==> src/rtl/ucpd_pkg.sv <==
package ucpd_pkg;

  // ----------------------------------------------------------
  // Data types
  // ----------------------------------------------------------
  typedef logic [31:0] data_t;       // APB data word
  typedef logic [5:0]  addr_t;       // Register word offset
  typedef logic [7:0]  byte_t;       // TX or RX data byte
  typedef logic [6:0]  tx_status_t;  // Flags from the transmitter
  typedef logic [5:0]  rx_status_t;  // Flags from the receiver

  // ----------------------------------------------------------
  // Register word offsets
  // ----------------------------------------------------------
  localparam addr_t ADDR_CFG1 = 6'd0;   // Byte offset 0x00
  localparam addr_t ADDR_CR   = 6'd3;   // 0x0c
  localparam addr_t ADDR_IMR  = 6'd4;   // 0x10
  localparam addr_t ADDR_SR   = 6'd5;   // 0x14
  localparam addr_t ADDR_ICR  = 6'd6;   // 0x18, write only
  localparam addr_t ADDR_TXDR = 6'd9;   // 0x24
  localparam addr_t ADDR_RXDR = 6'd12;  // 0x30, read only

  // ----------------------------------------------------------
  // Status register layout
  // ----------------------------------------------------------
  localparam int unsigned SR_TXIS_BIT = 0;   // TX data register empty
  localparam int unsigned SR_TX_FIRST = 1;   // tx_status[6:1] -> SR[6:1]
  localparam int unsigned SR_RXNE_BIT = 8;   // RX data register not empty
  localparam int unsigned SR_RX_FIRST = 9;   // rx_status[5:1] -> SR[13:9]
  localparam int unsigned SR_FRS_BIT  = 20;  // Fast role swap

  // Bits 0-6, 8-13 and 20
  localparam data_t SR_USED_MASK = 32'h0010_3f7f;

endpackage

==> src/rtl/ucpd_status_if.sv <==
`timescale 1ns/1ps

// Events, clear strobes and status word between the register blocks
interface ucpd_status_if import ucpd_pkg::*; ();

  tx_status_t tx_evt;   // Rising edges of tx_status, one cycle each
  rx_status_t rx_evt;   // Rising edges of rx_status
  logic       frs_evt;  // Rising edge of fast role swap
  data_t      icr_clr;  // ICR write data, only in the write cycle
  logic       rxdr_rd;  // RXDR read strobe
  logic       txdr_we;  // TXDR write strobe
  data_t      sr;       // Registered status word

  // Edge detector side
  modport capture (
    output tx_evt, rx_evt, frs_evt
  );

  // Register decode side
  modport bank (
    output icr_clr, rxdr_rd, txdr_we,
    input  sr
  );

  // Sticky status side
  modport status (
    input  tx_evt, rx_evt, frs_evt, icr_clr, rxdr_rd, txdr_we,
    output sr
  );

endinterface

==> src/rtl/ucpd_reg_bank.sv <==
`timescale 1ns/1ps

module ucpd_reg_bank import ucpd_pkg::*; (
  input  logic       pclk,
  input  logic       presetn,
  input  logic       wr_en,          // Write strobe, one cycle
  input  logic       rd_en,          // Read strobe
  input  addr_t      reg_addr,       // Word offset
  input  data_t      ipwdata,
  input  byte_t      rx_byte,        // Byte from the receiver
  input  logic       txhrst_clr,     // Hard reset sent, drop CR.TXHRST
  input  logic       txsend_clr,     // Message sent, drop CR.TXSEND
  ucpd_status_if.bank st,
  output data_t      iprdata,
  output logic       ucpden,
  output logic [5:0] hbitclkdiv,
  output logic [4:0] ifrgap,
  output logic [4:0] transwin,
  output logic [2:0] psc_usbpdclk,
  output logic [8:0] rx_ordset_en,
  output logic [1:0] tx_mode,
  output logic       transmit_en,
  output logic       tx_hrst,
  output logic       phy_rx_en,
  output byte_t      ic_txdr,
  output logic       txdr_we,
  output logic       rxdr_rd,
  output data_t      imr
);

  data_t cfg1_q;   // Bit 31 is the block enable
  data_t cr_q;
  data_t imr_q;
  byte_t txdr_q;

  logic cfg1_sel, cr_sel, imr_sel, icr_sel, txdr_sel, rxdr_sel;
  logic cfg1_we, cr_we, imr_we, icr_we, txdr_wr;

  // ----------------------------------------------------------
  // Address decode
  // ----------------------------------------------------------
  assign cfg1_sel = (reg_addr == ADDR_CFG1);
  assign cr_sel   = (reg_addr == ADDR_CR);
  assign imr_sel  = (reg_addr == ADDR_IMR);
  assign icr_sel  = (reg_addr == ADDR_ICR);
  assign txdr_sel = (reg_addr == ADDR_TXDR);
  assign rxdr_sel = (reg_addr == ADDR_RXDR);

  // CFG1 is always writable, the rest only while enabled
  assign cfg1_we = cfg1_sel & wr_en;
  assign cr_we   = cr_sel   & wr_en & ucpden;
  assign imr_we  = imr_sel  & wr_en & ucpden;
  assign icr_we  = icr_sel  & wr_en & ucpden;
  assign txdr_wr = txdr_sel & wr_en & ucpden;

  // ----------------------------------------------------------
  // CFG1
  // ----------------------------------------------------------
  always_ff @(posedge pclk or negedge presetn) begin
    if (!presetn) begin
      cfg1_q <= '0;
    end else if (cfg1_we) begin
      if (ipwdata[31]) begin
        cfg1_q[31] <= 1'b1;              // Enable, fields untouched
      end else begin
        cfg1_q <= {1'b0, ipwdata[30:0]}; // Disable and reload fields
      end
    end
  end

  assign ucpden       = cfg1_q[31];
  assign rx_ordset_en = cfg1_q[28:20];
  assign psc_usbpdclk = cfg1_q[19:17];
  assign transwin     = cfg1_q[15:11];
  assign ifrgap       = cfg1_q[10:6];
  assign hbitclkdiv   = cfg1_q[5:0];

  // ----------------------------------------------------------
  // CR with hardware clears
  // ----------------------------------------------------------
  always_ff @(posedge pclk or negedge presetn) begin
    if (!presetn) begin
      cr_q <= '0;
    end else if (cr_we) begin
      cr_q <= ipwdata;         // Software write has priority
    end else begin
      if (txhrst_clr) begin
        cr_q[3] <= 1'b0;
      end
      if (txsend_clr) begin
        cr_q[2] <= 1'b0;
      end
    end
  end

  assign tx_mode     = cr_q[1:0];
  assign transmit_en = cr_q[2];
  assign tx_hrst     = cr_q[3];
  assign phy_rx_en   = cr_q[5];

  // IMR and TXDR
  always_ff @(posedge pclk or negedge presetn) begin
    if (!presetn) begin
      imr_q  <= '0;
      txdr_q <= '0;
    end else begin
      if (imr_we) begin
        imr_q <= ipwdata;
      end
      if (txdr_wr) begin
        txdr_q <= ipwdata[7:0];
      end
    end
  end

  assign imr     = imr_q;
  assign ic_txdr = txdr_q;

  // ----------------------------------------------------------
  // Strobes to the status register
  // ----------------------------------------------------------
  assign st.icr_clr = icr_we ? ipwdata : '0;   // Clear pulse only in the write cycle
  assign txdr_we    = txdr_wr;                 // Same cycle as the TXDR write
  assign rxdr_rd    = rxdr_sel & rd_en;
  assign st.txdr_we = txdr_wr;
  assign st.rxdr_rd = rxdr_rd;

  // ----------------------------------------------------------
  // Read mux
  // ----------------------------------------------------------
  always_comb begin
    case (reg_addr)
      ADDR_CFG1: iprdata = cfg1_q;
      ADDR_CR:   iprdata = cr_q;
      ADDR_IMR:  iprdata = imr_q;
      ADDR_SR:   iprdata = st.sr;
      ADDR_TXDR: iprdata = {24'd0, txdr_q};
      ADDR_RXDR: iprdata = {24'd0, rx_byte};   // Receive byte passes straight through
      default:   iprdata = '0;                 // ICR and unmapped offsets
    endcase
  end

endmodule

==> src/rtl/ucpd_event_capture.sv <==
`timescale 1ns/1ps

module ucpd_event_capture import ucpd_pkg::*; #(
  parameter int unsigned SYNC_STAGES = 2   // Synchronizer depth
) (
  input  logic       pclk,
  input  logic       presetn,
  input  tx_status_t tx_status,   // From the transmitter clock domain
  input  rx_status_t rx_status,   // From the receiver clock domain
  input  logic       frs_evt,     // Fast role swap detector
  ucpd_status_if.capture st
);

  localparam int unsigned TX_W   = $bits(tx_status_t);
  localparam int unsigned RX_W   = $bits(rx_status_t);
  localparam int unsigned NFLAGS = TX_W + RX_W + 1;   // 14 flags

  logic [NFLAGS-1:0]                  flags_in;
  logic [SYNC_STAGES-1:0][NFLAGS-1:0] sync_q;       // Stage 0 samples the raw flags
  logic [NFLAGS-1:0]                  flags_sync;
  logic [NFLAGS-1:0]                  flags_d;      // One cycle behind flags_sync
  logic [NFLAGS-1:0]                  flags_rise;

  // FRS on top, then RX, TX in the low bits
  assign flags_in = {frs_evt, rx_status, tx_status};

  // ----------------------------------------------------------
  // Synchronizer chain
  // ----------------------------------------------------------
  always_ff @(posedge pclk or negedge presetn) begin
    if (!presetn) begin
      sync_q <= '0;
    end else begin
      sync_q[0] <= flags_in;
      for (int i = 1; i < SYNC_STAGES; i++) begin
        sync_q[i] <= sync_q[i-1];
      end
    end
  end

  assign flags_sync = sync_q[SYNC_STAGES-1];

  // ----------------------------------------------------------
  // Rising-edge detect
  // ----------------------------------------------------------
  always_ff @(posedge pclk or negedge presetn) begin
    if (!presetn) begin
      flags_d <= '0;
    end else begin
      flags_d <= flags_sync;
    end
  end

  assign flags_rise = flags_sync & ~flags_d;   // High for one cycle per edge

  assign st.tx_evt  = flags_rise[TX_W-1:0];
  assign st.rx_evt  = flags_rise[TX_W +: RX_W];
  assign st.frs_evt = flags_rise[NFLAGS-1];

endmodule

==> src/rtl/ucpd_status_reg.sv <==
`timescale 1ns/1ps

module ucpd_status_reg import ucpd_pkg::*; (
  input  logic  pclk,
  input  logic  presetn,
  input  data_t imr,          // Interrupt mask from the bank
  ucpd_status_if.status st,
  output logic  ucpd_intr     // Level interrupt
);

  // ICR reaches every used bit except TXIS and RXNE
  localparam data_t ICR_CLR_MASK = SR_USED_MASK &
                                   ~((data_t'(1) << SR_TXIS_BIT) |
                                     (data_t'(1) << SR_RXNE_BIT));

  data_t sr_q;
  data_t sr_set;   // Set requests this cycle
  data_t sr_clr;   // Clear requests this cycle

  // ----------------------------------------------------------
  // Map events onto status bits
  // ----------------------------------------------------------
  always_comb begin
    sr_set = '0;
    sr_set[SR_TXIS_BIT]                          = st.tx_evt[0];
    sr_set[SR_TX_FIRST +: $bits(tx_status_t)-1]  = st.tx_evt[$bits(tx_status_t)-1:1];
    sr_set[SR_RXNE_BIT]                          = st.rx_evt[0];
    sr_set[SR_RX_FIRST +: $bits(rx_status_t)-1]  = st.rx_evt[$bits(rx_status_t)-1:1];
    sr_set[SR_FRS_BIT]                           = st.frs_evt;
  end

  // Clear sources
  always_comb begin
    sr_clr = st.icr_clr & ICR_CLR_MASK;
    sr_clr[SR_TXIS_BIT] = st.txdr_we;   // New TX byte loaded
    sr_clr[SR_RXNE_BIT] = st.rxdr_rd;   // RX byte taken
  end

  // ----------------------------------------------------------
  // Sticky bits, clear beats set
  // ----------------------------------------------------------
  always_ff @(posedge pclk or negedge presetn) begin
    if (!presetn) begin
      sr_q <= '0;
    end else begin
      sr_q <= (sr_q | sr_set) & ~sr_clr & SR_USED_MASK;
    end
  end

  assign st.sr     = sr_q;
  assign ucpd_intr = |(sr_q & imr);   // Any unmasked status

endmodule

==> src/rtl/ucpd_regs_top.sv <==
`timescale 1ns/1ps

module ucpd_regs_top import ucpd_pkg::*; #(
  parameter int unsigned SYNC_STAGES = 2   // Status input synchronizer depth
) (
  input  logic       pclk,
  input  logic       presetn,
  // Register access
  input  logic       wr_en,
  input  logic       rd_en,
  input  addr_t      reg_addr,
  input  data_t      ipwdata,
  output data_t      iprdata,
  // Status from the PHY side
  input  tx_status_t tx_status,
  input  rx_status_t rx_status,
  input  logic       frs_evt,
  input  byte_t      rx_byte,
  input  logic       txhrst_clr,
  input  logic       txsend_clr,
  // CFG1 fields
  output logic       ucpden,
  output logic [5:0] hbitclkdiv,
  output logic [4:0] ifrgap,
  output logic [4:0] transwin,
  output logic [2:0] psc_usbpdclk,
  output logic [8:0] rx_ordset_en,
  // CR fields
  output logic [1:0] tx_mode,
  output logic       transmit_en,
  output logic       tx_hrst,
  output logic       phy_rx_en,
  // Data path strobes
  output byte_t      ic_txdr,
  output logic       txdr_we,
  output logic       rxdr_rd,
  output logic       ucpd_intr
);

  data_t imr;   // Mask from bank to status register

  ucpd_status_if st_if ();

  // ----------------------------------------------------------
  // Register decode and writable registers
  // ----------------------------------------------------------
  ucpd_reg_bank u_reg_bank (
    .pclk         (pclk),
    .presetn      (presetn),
    .wr_en        (wr_en),
    .rd_en        (rd_en),
    .reg_addr     (reg_addr),
    .ipwdata      (ipwdata),
    .rx_byte      (rx_byte),
    .txhrst_clr   (txhrst_clr),
    .txsend_clr   (txsend_clr),
    .st           (st_if.bank),
    .iprdata      (iprdata),
    .ucpden       (ucpden),
    .hbitclkdiv   (hbitclkdiv),
    .ifrgap       (ifrgap),
    .transwin     (transwin),
    .psc_usbpdclk (psc_usbpdclk),
    .rx_ordset_en (rx_ordset_en),
    .tx_mode      (tx_mode),
    .transmit_en  (transmit_en),
    .tx_hrst      (tx_hrst),
    .phy_rx_en    (phy_rx_en),
    .ic_txdr      (ic_txdr),
    .txdr_we      (txdr_we),
    .rxdr_rd      (rxdr_rd),
    .imr          (imr)
  );

  // Sync and edge detect of status inputs
  ucpd_event_capture #(
    .SYNC_STAGES (SYNC_STAGES)
  ) u_event_capture (
    .pclk      (pclk),
    .presetn   (presetn),
    .tx_status (tx_status),
    .rx_status (rx_status),
    .frs_evt   (frs_evt),
    .st        (st_if.capture)
  );

  ucpd_status_reg u_status_reg (
    .pclk      (pclk),
    .presetn   (presetn),
    .imr       (imr),
    .st        (st_if.status),
    .ucpd_intr (ucpd_intr)
  );

endmodule

==> config.mk <==
export PLATFORM = sky130hd
export DESIGN_NAME = ucpd_regs_top
export DESIGN_NICKNAME = d
export VERILOG_FILES = /design/src/rtl/ucpd_pkg.sv /design/src/rtl/ucpd_status_if.sv /design/src/rtl/ucpd_reg_bank.sv /design/src/rtl/ucpd_event_capture.sv /design/src/rtl/ucpd_status_reg.sv /design/src/rtl/ucpd_regs_top.sv
export SDC_FILE = /design/constraint.sdc
export NUM_CORES = 1
export LEC_CHECK = 0
export ABC_AREA = 1
export BUFFER_PORTS_ARGS = -buffer_cell sky130_fd_sc_hd__buf_2
export CORE_ASPECT_RATIO = 1.25
export CORE_MARGIN = 2
export CORE_UTILIZATION = 35
export CTS_BUF_LIST = sky130_fd_sc_hd__clkbuf_4
export DETAILED_ROUTE_END_ITERATION = 6
export PLACE_DENSITY = 0.56
export SYNTH_ARGS = -nofsm -noshare
export SYNTH_HDL_FRONTEND = slang
export SYNTH_SLANG_ARGS = --single-unit
export TNS_END_PERCENT = 1
==> constraint.sdc <==
create_clock -name pclk -period 1.71 [get_ports pclk]
set_input_delay 0.342 -clock pclk [delete_from_list [all_inputs] [get_ports pclk]]
set_output_delay 0.342 -clock pclk [all_outputs]
set_load 0.01 [all_outputs]
; Word-level counts from Yosys, hierarchy flattened
; Index checks and enable logic that the tools add are counted.
[op_classes]
n_bitwise = 17
eq_ne = 6
muxes = 6
reduce_logical = 5
[ops]
columns = operator, count
row1 = 32-bit one-hot mux with 6 select lines, 1
row2 = 21-bit by 32-bit AND with 32-bit output, 1
row3 = 32-bit OR reduction, 1
row4 = 21-bit AND, 1
row5 = 21-bit two-way mux, 1
row6 = 21-bit NOT, 1
row7 = 21-bit OR, 1
row8 = "6-bit by 3-bit equality test with 1-bit output, second input constant", 3
row9 = 14-bit AND, 1
row10 = 14-bit NOT, 1
row11 = "6-bit by 4-bit equality test with 1-bit output, second input constant", 2
row12 = 1-bit AND, 10
row13 = "6-bit by 2-bit equality test with 1-bit output, second input constant", 1
row14 = 6-bit zero test, 1
row15 = 2-bit nonzero test, 2
row16 = 1-bit two-way mux, 3
row17 = 2-bit two-way mux, 1
row18 = 2-bit AND reduction, 1
row19 = 1-bit NOT, 1
[word_totals]
elab_cells = 45
inputBits = 66
regBits = 160

; Depth between registers and ports, before layout
[logic_depth]
word_depth = 6
mapped_depth = 9

; Hierarchy
; Synthesis repeated with hierarchy kept, for this count alone.
[hier_totals]
cells_unflattened = 922
hier_area_um2 = 7543.5
[modules_own_cells]
columns = module, cells_per_inst, seq_area_each_um2, n_inst, area_each_um2
row1 = ucpd_reg_bank, 758, 2602.5, 1, 5634.2
row2 = ucpd_event_capture, 70, 1051.0, 1, 1191.1
row3 = ucpd_status_reg, 94, 350.3, 1, 718.2

; Worst setup path after synthesis
; Ideal clock, no wire load.
[synth_timing]
path_kind = input -> output
start = in reg_addr[5]
end = out iprdata[31]
arrival_ns = 1.182
path_slack_ns = 0.186
required_ns = 1.368
path_stages = 6
cell_sequence = nor2_2 nand2_4 nor2_4 buf_2 nand2_1 o211ai_1
[synth_between]
elab_chain_len = 2
elab_cells_between_ends = 7
cone_classes = 5 x eq/ne / 1 x mux / 1 x reduce/logical
[synth_lines]
columns = element, line
row1 = from (decl), ucpd_regs_top.sv:11  ; input addr_t reg_addr,
row2 = "6-bit by 4-bit equality test with 1-bit output, or another cell as far along", ucpd_reg_bank.sv:132  ; case (reg_addr)
row3 = 32-bit one-hot mux with 6 select lines (*), ucpd_reg_bank.sv:132
row4 = to (decl), ucpd_regs_top.sv:13  ; output data_t iprdata,
; Every way passes the cells marked *; elsewhere a longest branch is shown, timed or not.

; Worst setup path in the final report
[layout_timing]
start = reg u_status_reg.sr_q[11] (netlist: u_status_reg.st.sr[11])
end = out ucpd_intr
[layout_between]
elab_chain_len = 2
[layout_lines]
columns = element, line
row1 = from (decl), ucpd_status_reg.sv:16  ; data_t sr_q;
row2 = from (signal assigned), ucpd_status_reg.sv:46  ; sr_q <= (sr_q | sr_set) & ~sr_clr & SR_USED_MASK;
row3 = 21-bit by 32-bit AND with 32-bit output, ucpd_status_reg.sv:51  ; assign ucpd_intr = |(sr_q & imr);
row4 = 32-bit OR reduction, ucpd_status_reg.sv:51
row5 = to (decl), ucpd_regs_top.sv:37  ; output logic ucpd_intr
; No other way between the ends.

==> out/results.tsv <==
stage	metric	value	unit
die	Initial Util	0.357	
logic_synthesis	post-synthesis mux area share	0	
logic_synthesis	most common cell in the synthesized netlist	nand2_1	
timing	Layout Skew	0.0186	ns
routing	detail-routed via count per cell	4.57	
logic_synthesis	synthesized area per cell	8.73	um^2
global_routing	total track usage	0.188	
placed_design	IO Port Bufs	142	
timing	setup TNS	-1.71	ns
logic_synthesis	post-synthesis compound-gate area fraction	0.107	
routing	WL/cell	14.6	um
clocking	Root Buffer	clkbuf_4	
routing	final WL	18.7	mm
routing	drt initial violations	245	
logic_synthesis	simple-gate share of the synthesized area	0.206	
die	row cnt	57	
logic_synthesis	Synth area leader	dfrtp_1	
timing	Max transition margin	0.632	
clocking	clock transition at the registers of the reported paths	0.13	ns
die	full die area	21000	um^2
die	Core Footprint	19500	um^2
logic_synthesis	top-area cell type share of the netlist area	0.575	
outcome	status	finished, violations left	
finish	register area	4000	um^2
timing	Slew Viols, Final	0	
setup_path	critical path type	register to output pin	
logic_synthesis	Seq cells post-synth	160	
logic_synthesis	EDFF count, synth	0	
logic_synthesis	Post-Syn Area	6960	um^2
logic_synthesis	Top FF cell, synth	dfrtp_1	
logic_synthesis	Post-synth top cells	nand2_1, dfrtp_1, inv_1	
logic_synthesis	Seq/Total Area, Yosys	0.575	
routing	DRC viols	0	
power	Static Leakage	4.66	nW
timing	fin crit share	1.11	
clocking	CTS tree	built	
setup_path	Data arrival, critical path	1.55	ns
global_routing	first-pass GRT wire length	30.4	mm
logic_synthesis	Adder-Cell Fraction of Synth Area	0	
power	Max VDD drop	0.490	mV
setup_path	CP startpoint kind	register	
die	chip width	130	um
placed_design	dpl hpwl	13.4	mm
routing	vias after detailed routing	5849	
logic_synthesis	asr flop ratio synth	1.00	
global_routing	Overflow after GRT	0	
placed_design	DP Worst Slack	-0.148	ns
timing	min Tclk post-route	1.90	ns
timing	Worst-Margin Slew	0.552	ns
finish	Layout Nets	1066	
timing	final setup vio count	33	
logic_synthesis	Post-Synth XOR/XNOR Area	0	
logic_synthesis	largest family of logic cells by synthesized area	simple AND/OR/NAND/NOR gates	
global_routing	initial antenna violation count	1	
timing	Fmax achieved	0.528	GHz
clocking	CTS H-Tree Depth	4	
clocking	clk_lat worst skew	0.55	ns
routing	First-pass DRT Iterations	5	
die	die height	162	um
worst_hold_path	HP Class	input port to register	
logic_synthesis	Area contributors post-synth	dfrtp_1, nand2_1, o21ai_1	
finish	share of cells above drive strength 1	0.262	
logic_synthesis	Mapped Cells	797	
outcome	failing checks	negative setup slack	
die	# IOs	143	
power	total power divided by cell area	780	nW/um^2
clocking	clk buf depth	2	
global_routing	vias in the first global route	5736	
logic_synthesis	Synthesis Warnings	0	
setup_path	CP Data Required Time	1.37	ns
timing	RSZ-0062 raised after global routing	true	
global_routing	largest net degree at the start of global routing	52	
finish	FILL cells	1966	
setup_path	crit-path max FO	3	
clocking	CTS sink count	160	
finish	area grow syn2layout	30.0	%
run	Max-Cap Viols	0	
setup_path	element type at the critical path end	output pin	
logic_synthesis	Synth cell types	26	
timing	final hold violation count	0	
timing	final worst slack	-0.185	ns
placed_design	Final Wtd Congestion	0.874	
finish	multi-input combinational cell area	2240	um^2
clocking	CTS buffer count	17	
logic_synthesis	Mapped Nets	863	
routing	post-route ant nets	0	
## per-stage QoR
step                 util  std cells  area [um^2]  hold slack, ns  power, W
floorplan               -        797         6960          0.0464   0.00444
global placement    0.419       1194         8160           0.332   0.00480
detailed placement  0.419       1194         8160           0.335   0.00481
CTS                 0.461       1277         8980          0.0140   0.00718
global route        0.465       1280         9050          0.0214   0.00745
finish              0.465       1280         9050          0.0718   0.00705
## worst max-delay path, cell delays in order (launching register included)
cell and delay (ns):
dfrtp_1 0.43, nand2_1 0.08, nand3_1 0.09, nor2_2 0.14, nand3_1 0.11, buf_2 0.16
## routing by layer
layer  track usage  share of wire  wire length (um)
met5             0              0                 0
met4        0.0591          0.017               319
met3        0.0369          0.044               829
met2         0.313           0.50              9330
met1         0.247           0.44              8260
## registers in the layout, summed over array words and instances, names as in the netlist
signal,flops
u_reg_bank.ic_txdr,8
u_event_capture.flags_d,14
u_reg_bank.imr,32
u_event_capture.sync_q,14
u_reg_bank.cfg1_q,32
u_reg_bank.cr_q,32
u_event_capture.flags_sync,14
u_status_reg.st.sr,14
## cells by family (layout without fill, tap and decap cells)
kind of cell           count (synthesis)  after routing
AO/OA/AOI/OAI                        138            138
other                                  0              3
buffers and inverters                164            379
flip-flops                           160            160
AND/OR/NAND/NOR                      335            335
## cell usage in the layout, fill, tap and decap left out, types with 3 or more instances in the layout
cell / count
nor2_4: 5
inv_2: 5
o21ai_1: 84
dlygate4sd3_1: 47
nand3_1: 27
nand2_2: 9
buf_2: 140
nor2_2: 6
buf_4: 40
nand4_1: 16
nand2_1: 213
clkbuf_4: 18
o211ai_1: 17
o21ai_0: 23
inv_6: 3
clkinvlp_4: 3
buf_6: 6
dfrtp_1: 160
nor2_1: 46
nand3_2: 4
inv_1: 96
buf_12: 12
o22ai_1: 11
diode_2: 3
## layout make-up
type                    count  area share
well taps                 265      0.0367
clock inverters            13      0.0154
diodes                      3    0.000830
clock buffers              18      0.0149
inverters                 101      0.0419
multi-input cells         473       0.248
flip-flops and latches    160       0.443
repair buffers            247       0.200
## report_power, final
| part | internal, W | leakage (nW) | switching, W |
|---|---|---|---|
| sequential | 0.00395 | 1.93 | 0.000100 |
| clock | 0.000880 | 0.140 | 0.00136 |
| combinational | 0.000340 | 2.59 | 0.000426 |
## worst paths after layout
path                                                          start                                 endpoint  slack (ns)  cells after the start
worst max-delay path               u_status_reg.st.sr[11]$_DFF_PN0_                                ucpd_intr       -0.19                      5
worst min-delay path                                     ipwdata[4]        u_reg_bank.ic_txdr[4]$_DFFE_PN0P_        0.07                      3
worst max register to register    u_reg_bank.cfg1_q[31]$_DFFE_PN0P_           u_reg_bank.cr_q[2]$_DFFE_PN0P_        0.07                      6
worst min register to register  u_event_capture.sync_q[1]$_DFF_PN0_  u_event_capture.flags_sync[1]$_DFF_PN0_        0.36                      0
max in group asynchronous                                   presetn            u_reg_bank.imr[7]$_DFFE_PN0P_        0.81                      3
min in group asynchronous                                   presetn          u_reg_bank.cr_q[22]$_DFFE_PN0P_        0.30                      2
## repair_timing
item	in CTS	in global routing
setup endpoints to repair	35	37
setup buffers	4	0
pin swaps	15	17
endpoints found under the hold margin	111	0
hold buffers	48	0
gates resized for setup	14	17
No activity file was read; power rests on OpenSTA's default activity.
